[src/source/core_pixel_params.svh]
`ifndef CORE_PIXEL_PARAMS_SVH
`define CORE_PIXEL_PARAMS_SVH

`default_nettype none

// tile geometry
`define CP_TILE_SIDE        8
`define CP_TILE_PIXELS      64
`define CP_BYTES_PER_PIXEL  3

// bytes moved per AHB beat
`define CP_AHB_LANES        4

// colour byte inside one pixel
`define CP_OFFSET_B         0
`define CP_OFFSET_G         1
`define CP_OFFSET_R         2

`define CP_ADDR_W           8

`default_nettype wire

`endif

[src/source/core_pixel_pkg.sv]
`include "core_pixel_params.svh"
`default_nettype none

package core_pixel_pkg;

    typedef enum logic [1:0] {
        IDLE  = 2'd0,
        LOAD  = 2'd1,
        STORE = 2'd2
    } cp_phase_e;

    typedef enum logic [1:0] {
        DEG_0   = 2'd0,
        DEG_90  = 2'd1,
        DEG_180 = 2'd2,
        DEG_270 = 2'd3
    } cp_rotation_e;

    typedef struct packed {
        logic [`CP_ADDR_W-1:0] lane3;
        logic [`CP_ADDR_W-1:0] lane2;
        logic [`CP_ADDR_W-1:0] lane1;
        logic [`CP_ADDR_W-1:0] lane0;
    } cp_lane_addr_s;

    typedef struct packed {
        logic [`CP_ADDR_W-1:0] r;
        logic [`CP_ADDR_W-1:0] g;
        logic [`CP_ADDR_W-1:0] b;
    } cp_rgb_addr_s;

    // one accepted beat, as seen by the walker
    typedef struct packed {
        cp_phase_e  phase;
        logic [5:0] index;
        logic       advance;
    } cp_beat_s;

endpackage

`default_nettype wire

[src/source/core_pixel.sv]
`timescale 1ns/1ps
`include "core_pixel_params.svh"
`default_nettype none

module core_pixel (
    input  wire                           I_CP_HCLK,
    input  wire                           I_CP_HRESET_N,
    input  wire                           dma_ready,
    input  wire                           stop,
    input  core_pixel_pkg::cp_rotation_e  rotation,
    input  wire                           direction,
    output core_pixel_pkg::cp_lane_addr_s lane_addr,
    output core_pixel_pkg::cp_rgb_addr_s  rgb_addr,
    output core_pixel_pkg::cp_phase_e     phase
);

    core_pixel_pkg::cp_beat_s beat;

    cp_beat_sequencer u_sequencer (
        .I_CP_HCLK     (I_CP_HCLK),
        .I_CP_HRESET_N (I_CP_HRESET_N),
        .dma_ready     (dma_ready),
        .stop          (stop),
        .beat          (beat),
        .lane_addr     (lane_addr)
    );

    cp_rotation_walker u_walker (
        .I_CP_HCLK     (I_CP_HCLK),
        .I_CP_HRESET_N (I_CP_HRESET_N),
        .beat          (beat),
        .stop          (stop),
        .rotation      (rotation),
        .direction     (direction),
        .rgb_addr      (rgb_addr)
    );

    // tells the DMA engine whether it fills or drains
    assign phase = beat.phase;

endmodule

`default_nettype wire

[src/source/cp_beat_sequencer.sv]
`timescale 1ns/1ps
`include "core_pixel_params.svh"
`default_nettype none

module cp_beat_sequencer (
    input  wire                           I_CP_HCLK,
    input  wire                           I_CP_HRESET_N,
    input  wire                           dma_ready,
    input  wire                           stop,
    output core_pixel_pkg::cp_beat_s      beat,
    output core_pixel_pkg::cp_lane_addr_s lane_addr
);

    core_pixel_pkg::cp_phase_e phase_q;
    logic [5:0]                index_q;
    logic [`CP_ADDR_W-1:0]     lane_base_q;
    logic                      active;
    logic                      advance;
    logic                      last_beat;

    assign active = (phase_q == core_pixel_pkg::LOAD) || (phase_q == core_pixel_pkg::STORE);
    assign advance = dma_ready && !stop && active;
    assign last_beat = (index_q == 6'(`CP_TILE_PIXELS - 1));

    // phase register
    always_ff @(posedge I_CP_HCLK)
    begin
        if (!I_CP_HRESET_N || stop)
        begin
            phase_q <= core_pixel_pkg::IDLE;
        end
        else if (phase_q == core_pixel_pkg::IDLE)
        begin
            // start beat is not counted
            if (dma_ready)
            begin
                phase_q <= core_pixel_pkg::LOAD;
            end
        end
        else if (advance && last_beat)
        begin
            if (phase_q == core_pixel_pkg::LOAD)
            begin
                phase_q <= core_pixel_pkg::STORE;
            end
            else
            begin
                phase_q <= core_pixel_pkg::LOAD;
            end
        end
    end

    // beat counter and lane base wrap to 0 after beat 63
    always_ff @(posedge I_CP_HCLK)
    begin
        if (!I_CP_HRESET_N || stop)
        begin
            index_q     <= '0;
            lane_base_q <= '0;
        end
        else if (advance)
        begin
            index_q     <= index_q + 6'd1;
            lane_base_q <= lane_base_q + `CP_ADDR_W'(`CP_AHB_LANES);
        end
    end

    always_comb
    begin
        beat.phase   = phase_q;
        beat.index   = index_q;
        beat.advance = advance;
    end

    always_comb
    begin
        lane_addr = '0;
        if (!stop)
        begin
            lane_addr.lane0 = lane_base_q;
            lane_addr.lane1 = lane_base_q + `CP_ADDR_W'(1);
            lane_addr.lane2 = lane_base_q + `CP_ADDR_W'(2);
            lane_addr.lane3 = lane_base_q + `CP_ADDR_W'(3);
        end
    end

    // once running, only stop brings the phase back to idle
    a_phase_hold: assert property (@(posedge I_CP_HCLK) disable iff (!I_CP_HRESET_N)
        (active && !stop) |=> (phase_q != core_pixel_pkg::IDLE))
        else $error("phase left LOAD/STORE without stop");

    // index drops to 0 exactly when the phase flips
    a_wrap_flip: assert property (@(posedge I_CP_HCLK) disable iff (!I_CP_HRESET_N)
        (index_q != 6'd0 && !stop) |=> ((index_q == 6'd0) == (phase_q != $past(phase_q))))
        else $error("beat index wrapped without a phase flip");

endmodule

`default_nettype wire

[src/source/cp_rotation_walker.sv]
`timescale 1ns/1ps
`include "core_pixel_params.svh"
`default_nettype none

module cp_rotation_walker (
    input  wire                          I_CP_HCLK,
    input  wire                          I_CP_HRESET_N,
    input  core_pixel_pkg::cp_beat_s     beat,
    input  wire                          stop,
    input  core_pixel_pkg::cp_rotation_e rotation,
    input  wire                          direction,
    output core_pixel_pkg::cp_rgb_addr_s rgb_addr
);

    logic [5:0]                   row_0;
    logic [5:0]                   row_90;
    logic [5:0]                   row_180;
    logic [5:0]                   row_270;
    logic [2:0]                   col_90;
    logic [2:0]                   col_270;
    logic                         restart;
    logic                         step;
    logic                         col_step;
    core_pixel_pkg::cp_rotation_e eff_rot;
    logic [6:0]                   pix_sel;
    logic [`CP_ADDR_W-1:0]        pix_byte;

    assign step = beat.advance && (beat.phase == core_pixel_pkg::LOAD);
    assign restart = stop || (beat.phase != core_pixel_pkg::LOAD)
                     || (step && beat.index == 6'(`CP_TILE_PIXELS - 1));
    // last beat of a tile row
    assign col_step = (beat.index[2:0] == 3'(`CP_TILE_SIDE - 1));

    always_ff @(posedge I_CP_HCLK)
    begin
        if (!I_CP_HRESET_N || restart)
        begin
            row_0   <= '0;
            row_180 <= 6'(`CP_TILE_PIXELS - 1);
            row_90  <= 6'(`CP_TILE_PIXELS - `CP_TILE_SIDE);
            row_270 <= '0;
            col_90  <= '0;
            col_270 <= 3'(`CP_TILE_SIDE - 1);
        end
        else if (step)
        begin
            row_0   <= row_0 + 6'd1;
            row_180 <= row_180 - 6'd1;
            // 90/270 rows wrap mod 64 back to their start row after 8 beats
            row_90  <= row_90 - 6'(`CP_TILE_SIDE);
            row_270 <= row_270 + 6'(`CP_TILE_SIDE);
            if (col_step)
            begin
                col_90  <= col_90 + 3'd1;
                col_270 <= col_270 - 3'd1;
            end
        end
    end

    // direction swaps the two quarter turns
    always_comb
    begin
        eff_rot = rotation;
        if (direction)
        begin
            case (rotation)
                core_pixel_pkg::DEG_90:  eff_rot = core_pixel_pkg::DEG_270;
                core_pixel_pkg::DEG_270: eff_rot = core_pixel_pkg::DEG_90;
                default:                 eff_rot = rotation;
            endcase
        end
    end

    always_comb
    begin
        case (eff_rot)
            core_pixel_pkg::DEG_90:  pix_sel = {1'b0, row_90} + {4'b0, col_90};
            core_pixel_pkg::DEG_180: pix_sel = {1'b0, row_180};
            core_pixel_pkg::DEG_270: pix_sel = {1'b0, row_270} + {4'b0, col_270};
            default:                 pix_sel = {1'b0, row_0};
        endcase
    end

    assign pix_byte = `CP_ADDR_W'(pix_sel) * `CP_ADDR_W'(`CP_BYTES_PER_PIXEL);

    always_comb
    begin
        rgb_addr = '0;
        if (!stop)
        begin
            rgb_addr.b = pix_byte + `CP_ADDR_W'(`CP_OFFSET_B);
            rgb_addr.g = pix_byte + `CP_ADDR_W'(`CP_OFFSET_G);
            rgb_addr.r = pix_byte + `CP_ADDR_W'(`CP_OFFSET_R);
        end
    end

    // row and column walkers must stay in step so the sum never leaves the tile
    a_pixel_range: assert property (@(posedge I_CP_HCLK) disable iff (!I_CP_HRESET_N)
        pix_sel < 7'(`CP_TILE_PIXELS))
        else $error("source pixel %0d outside the tile", pix_sel);

endmodule

`default_nettype wire

[config.mk]
export PLATFORM = sky130hd
export DESIGN_NAME = core_pixel
export DESIGN_NICKNAME = d
export VERILOG_FILES = /design/src/source/core_pixel_pkg.sv /design/src/source/core_pixel.sv /design/src/source/cp_beat_sequencer.sv /design/src/source/cp_rotation_walker.sv
export VERILOG_INCLUDE_DIRS = /design/src /design/src/source
export SDC_FILE = /design/constraint.sdc
export NUM_CORES = 1
export LEC_CHECK = 0
export BUFFER_PORTS_ARGS = -buffer_cell sky130_fd_sc_hd__buf_2
export CORE_MARGIN = 3
export CORE_UTILIZATION = 56
export CTS_BUF_LIST = sky130_fd_sc_hd__clkbuf_2
export CTS_CLUSTER_DIAMETER = 60
export DETAILED_ROUTE_END_ITERATION = 10
export PLACE_DENSITY_LB_ADDON = 0.15
export SLEW_MARGIN = 25
export SYNTH_ARGS = -nofsm -noshare
export SYNTH_HDL_FRONTEND = slang
export SYNTH_HIERARCHICAL = 1
export SYNTH_SLANG_ARGS = --single-unit
[constraint.sdc]
create_clock -name I_CP_HCLK -period 6.4 [get_ports I_CP_HCLK]
set_input_delay 1.28 -clock I_CP_HCLK [delete_from_list [all_inputs] [get_ports I_CP_HCLK]]
set_output_delay 1.28 -clock I_CP_HCLK [all_outputs]
set_load 0.05 [all_outputs]
# Yosys cells after proc, flatten, opt, wreduce, memory -nomap -nowiden
# Cells that the tools add are included.
[word_totals] ff_bits=46 inputBits=7 wordCells=61
[classes] n_eq_ne=11 reduce_logical=16 n_mul=1 mux=9 add_sub_neg=15
[op_table] op="32-bit 2-to-1 mux" count=1
[op_table] op="8-bit by 2-bit adder with 8-bit output, second input constant" count=3
[op_table] op="24-bit 2-to-1 mux" count=1
[op_table] op="7-bit case mux with 3 select lines" count=1
[op_table] op="8-bit by 1-bit adder with 8-bit output, second input constant" count=2
[op_table] op="6-bit by 3-bit adder with 7-bit output" count=2
[op_table] op="6-bit by 1-bit adder with 6-bit output, second input constant" count=2
[op_table] op="2-bit 2-to-1 mux" count=5
[op_table] op="8-bit by 3-bit adder with 8-bit output, second input constant" count=1
[op_table] op="2-bit equality test, second input constant" count=4
[op_table] op="7-bit by 2-bit multiplier with 8-bit output, second input constant" count=1
[op_table] op="6-bit by 4-bit adder with 6-bit output, second input constant" count=1
[op_table] op="2-bit by 1-bit equality test with 1-bit output, second input constant" count=3
[op_table] op="6-bit equality test, second input constant" count=1
[op_table] op="6-bit by 1-bit subtractor with 6-bit output, second input constant" count=1
[op_table] op="6-bit by 4-bit subtractor with 6-bit output, second input constant" count=1
[op_table] op="1-bit logical AND" count=5
[op_table] op="1-bit logical OR" count=5
[op_table] op="2-bit case mux with 2 select lines" count=1
[op_table] op="2-bit AND reduction" count=2
[op_table] op="3-bit by 1-bit adder with 3-bit output, second input constant" count=1
[op_table] op="3-bit equality test, second input constant" count=1
[op_table] op="3-bit by 1-bit subtractor with 3-bit output, second input constant" count=1
[op_table] op="1-bit zero test" count=2
[op_table] op="other kinds (4)" count=4

# Depth between registers and ports, before layout
[depth] depth_word=8 mapped_depth=13 mapped_depth_nobuf=12

# Modules after synthesis
# Netlist, hierarchy kept.
[by_module_without_submodules] module="cp_rotation_walker" cells_each=221 n_inst=1 area_per_inst_um2=1752.9 seq_area_each_um2=480.5
[by_module_without_submodules] module="cp_beat_sequencer" cells_each=106 n_inst=1 area_per_inst_um2=910.9 seq_area_each_um2=280.3

# Least setup slack after synthesis
# No wires, ideal clock.
[synth_timing] kind="input port to output port" startpoint="input port rotation[1]" endpoint="output port rgb_addr[15] in the netlist's numbering" path_slack_ns=0.438 cell_stages=13 t_arrival_ns=4.682 path_buffers=1 cell_sequence="buf_4 > xor2_2 > nand2_1 > a31oi_2 > ha_1 > inv_1 > fa_1 > nand2b_1 > a21oi_1 > xor2_1 > nand4_1 > nor3b_1 > mux2i_1"
[synth_rtl] item="from (decl)" line_no="core_pixel.sv:10" rtl="input core_pixel_pkg::cp_rotation_e rotation,"
[synth_rtl] item="to (decl)" line_no="core_pixel.sv:13" rtl="output core_pixel_pkg::cp_rgb_addr_s rgb_addr,"

==> summary.md <==
| Metric | Value |
|---|---|
| Slew HR | `0.589` |
| Die Area | `5620 um2` |
| Tot Pwr | `about 0.63 mW` |
| PortBufs | `60` |
| Final Hold Viols | `0` |
| Net Switching | `0.287 mW` |
| Avg Cell Area, Syn | `a little over 8 um2` |
| Worst VDD drop | `111 uV` |
| Max-slew violation count | `0` |
| Commonest cells post-synth | `nand2_1 (48), nor2_1 (43), dfxtp_1 (38)` |
| Final instance area | `2850 um2` |
| CTS sink cnt | `38` |
| Top-count cell post-synth | `nand2_1` |
| Main area contributors after synthesis | `dfxtp_1 (29%), ha_1 (8.9%), buf_4 (7.9%)` |
| Hold_buf cts | `0` |
| Highest Clock Rate | `~170 MHz` |
| Clk slew on worst S/H paths | `0.17 ns` |
| Via count | `between 2000 and 2500` |
| Final core utilization | `0.637` |
| Initial Util | `0.595` |
| Area growth, synth to finish | `7.00%` |
| Clock skew | `0.0114 ns` |
| Sw Ratio | `0.454` |
| TritonCTS clock tree | `done` |
| Worst r2r src | `u_sequencer/phase_q[0]$_SDFFE_PP0P_` |
| Max_cap viols | `0` |
| GRT Util Overall | `0.187` |
| Clock Tree Buf Depth | `2` |
| Ys Warns | `6` |
| Vias per cell | `around 5.1` |
| Worst hold path class | `flip-flop to flip-flop` |
| Die height | `about 75 um` |
| CP Launch Type | `input port` |
| Final ANT Viol Nets | `0` |
| Post-Syn Instances | `between 300 and 400` |
| # setup viols final | `0` |
| Remaining DRCs | `0` |
| Vias in the first global route | `~1900` |
| IO Count | `65` |
| Pre-antenna DRT Iters | `4` |
| Antenna violations before repair | `0` |
| Synth top area share | `0.286` |
| Depth of the CTS H-tree | `2` |
| Synth Cell Area | `2660 um2` |
| Largest net degree at the start of global routing | `34` |
| Placed cells | `408` |
| WP data arrival | `between 4 and 5 ns` |
| DR WL/cell | `around 12 um` |
| Die X | `between 70 and 80 um` |
| Worst reg2reg endpoint | `u_walker/row_180[1]$_SDFFE_PP1P_` |
| Layout cells sized above 1 | `0.225` |
| Dominant synthesized flop cell | `dfxtp_1` |
| Post-detail-place hpwl | `3860 um` |
| Post-Route WL | `4930 um` |
| Post-synth cell types | `44` |
| Seq/Total Area, Yosys | `0.286` |
| Post-CTS Setup Bufs | `0` |
| R2R cell count | `8` |
| Hold path start | `u_walker/row_90[4]$_SDFFE_PP1P_` |
| Starting DRT DRC Count | `55` |
| Fin crit share | `0.920` |
| Worst Setup EP | `rgb_addr[15]` |
| Post-cts sizing count | `0` |
| Synthesized flop and latch total | `38` |
| Worst endpoint required time | `~5.1 ns` |
| PwrDens | `222 nW/um2` |
| Worst setup path startpoint | `rotation[1]` |
| EDFF count, synth | `0` |
| Dpl ws | `approximately 0.53 ns` |
| Placer Congestion | `around 0.82` |
| Largest area contributor in the synthesized netlist | `dfxtp_1` |
| Nets@finish | `slightly below 400` |
| Ant diodes | `0` |
| First-pass GRT wire length | `8290 um` |
| Logic pwr share | `0.460` |
| Status | `completed` |
| Setup CP Type | `input port to output port` |
| Hold Slack | `approximately 0.50 ns` |
| Num rows | `24` |
| CTS buffer count | `5` |
| Final worst setup slack | `0.510 ns` |
| Area post-placement | `2810 um2` |
| Core Area | `4470 um2` |
| Layout Cells excl Fill | `416` |
| CP Capture Type | `output port` |
| Crit path time final | `5.89 ns` |
| Setup TNS | `0 ns` |
| Root buffer cell | `clkbuf_2` |
| Worst Tran Pin Value | `approximately 0.6 ns` |
| Max FO, Critical Path | `12` |
| RSZ-0062 raised after global routing | `no` |
| Overflow after GRT | `0` |
| P_int | `0.345 mW` |
| Clk_lat worst skew | `0.38 ns` |
| R2R Setup Slk | `approximately 3.8 ns` |
| Ys async rst share | `0` |
| Fillers | `between 400 and 500` |
| Clock power frac | `0.162` |
| Seq pwr share | `0.377` |
| P_leak | `around 1.3 nW` |
[worst min-delay path by stage]
stage	end	slack [ns]	cells after the start
floorplan	u_walker/row_90[4]$_SDFFE_PP1P_	0.44	2
global placement	u_walker/row_90[4]$_SDFFE_PP1P_	0.45	2
detailed placement	u_walker/row_90[4]$_SDFFE_PP1P_	0.46	2
CTS	u_sequencer/lane_base_q[3]$_SDFFE_PP0P_	0.50	2
global route	u_walker/row_90[4]$_SDFFE_PP1P_	0.51	2
finish	u_walker/row_90[4]$_SDFFE_PP1P_	0.50	2
[logic make-up after synthesis]
family,synth area share
simple gates,0.251
buf+inv,0.113
xor+xnor,0.147
flops,0.286
compound gates,0.0789
fa+ha+maj,0.0968
mux,0.0272
other cells,0.00141
[cell type report]
type | count | area [um2] | share of cell area
clock buffer | 6 | 30.0 | 0.0105
clock inverter | 2 | 8.76 | 0.00307
inverter | 15 | 56.3 | 0.0198
multi-input combinational | 241 | 1610 | 0.566
sequential | 38 | 761 | 0.267
tap | 52 | 65.1 | 0.0228
timing repair buffer | 62 | 315 | 0.111
[sequential cells by signal (all words and copies together) (netlist names)]
signal / flops
u_walker/row_270: 3
u_walker/col_270: 3
u_sequencer/index_q: 6
u_walker/row_180: 6
u_sequencer/phase_q: 2
u_walker/row_0: 6
u_sequencer/lane_base_q: 6
u_walker/row_90: 3
u_walker/col_90: 3
[metal layers]
metal	GRT usage	vias to the layer above	share of wire
met1	0.236	934	0.48
li1	-	1107	-
met2	0.321	65	0.45
met3	0.0414	6	0.060
met5	0	-	0
met4	0.0514	0	0.010
[cell usage in the layout, fill, tap and decap left out, types with 2 or more instances in the layout]
cell      count
nor3_1        4
and2_1        2
nor2b_1      16
buf_4         2
buf_2        60
xor2_2        2
mux2i_1       5
dfxtp_1      38
clkbuf_2      6
nor2_1       43
nand3_1       5
o211ai_1      3
o21ai_0       2
nand2_1      48
inv_1        15
and3_1        2
a21oi_1       7
o21a_1        2
ha_1         19
nand4_1       9
xor2_1       24
a211oi_1      6
mux2_2        2
conb_1        4
nand2b_1      2
a31oi_1       2
xnor2_1      15
[worst max-delay path: stages]
cell and delay [ns]:
buf_2 0.23, xor2_2 0.28, nand2_1 0.10, a31oi_2 0.38, ha_1 0.28, inv_1 0.06
fa_1 0.40, nand2b_1 0.16, a21oi_1 0.19, xor2_1 0.16, buf_4 0.16, nand4_1 0.12
nor3b_1 0.28, mux2i_1 0.23, buf_2 0.28
[power groups by stage]
stage | clock [mW] | combinational (mW) | sequential (mW)
finish | 0.103 | 0.291 | 0.238
global route | 0.119 | 0.312 | 0.239
CTS | 0.109 | 0.291 | 0.239
detailed placement | 0 | 0.290 | 0.243
global placement | 0 | 0.287 | 0.243
floorplan | 0 | 0.234 | 0.245
Power figures use the tool's default switching activity.
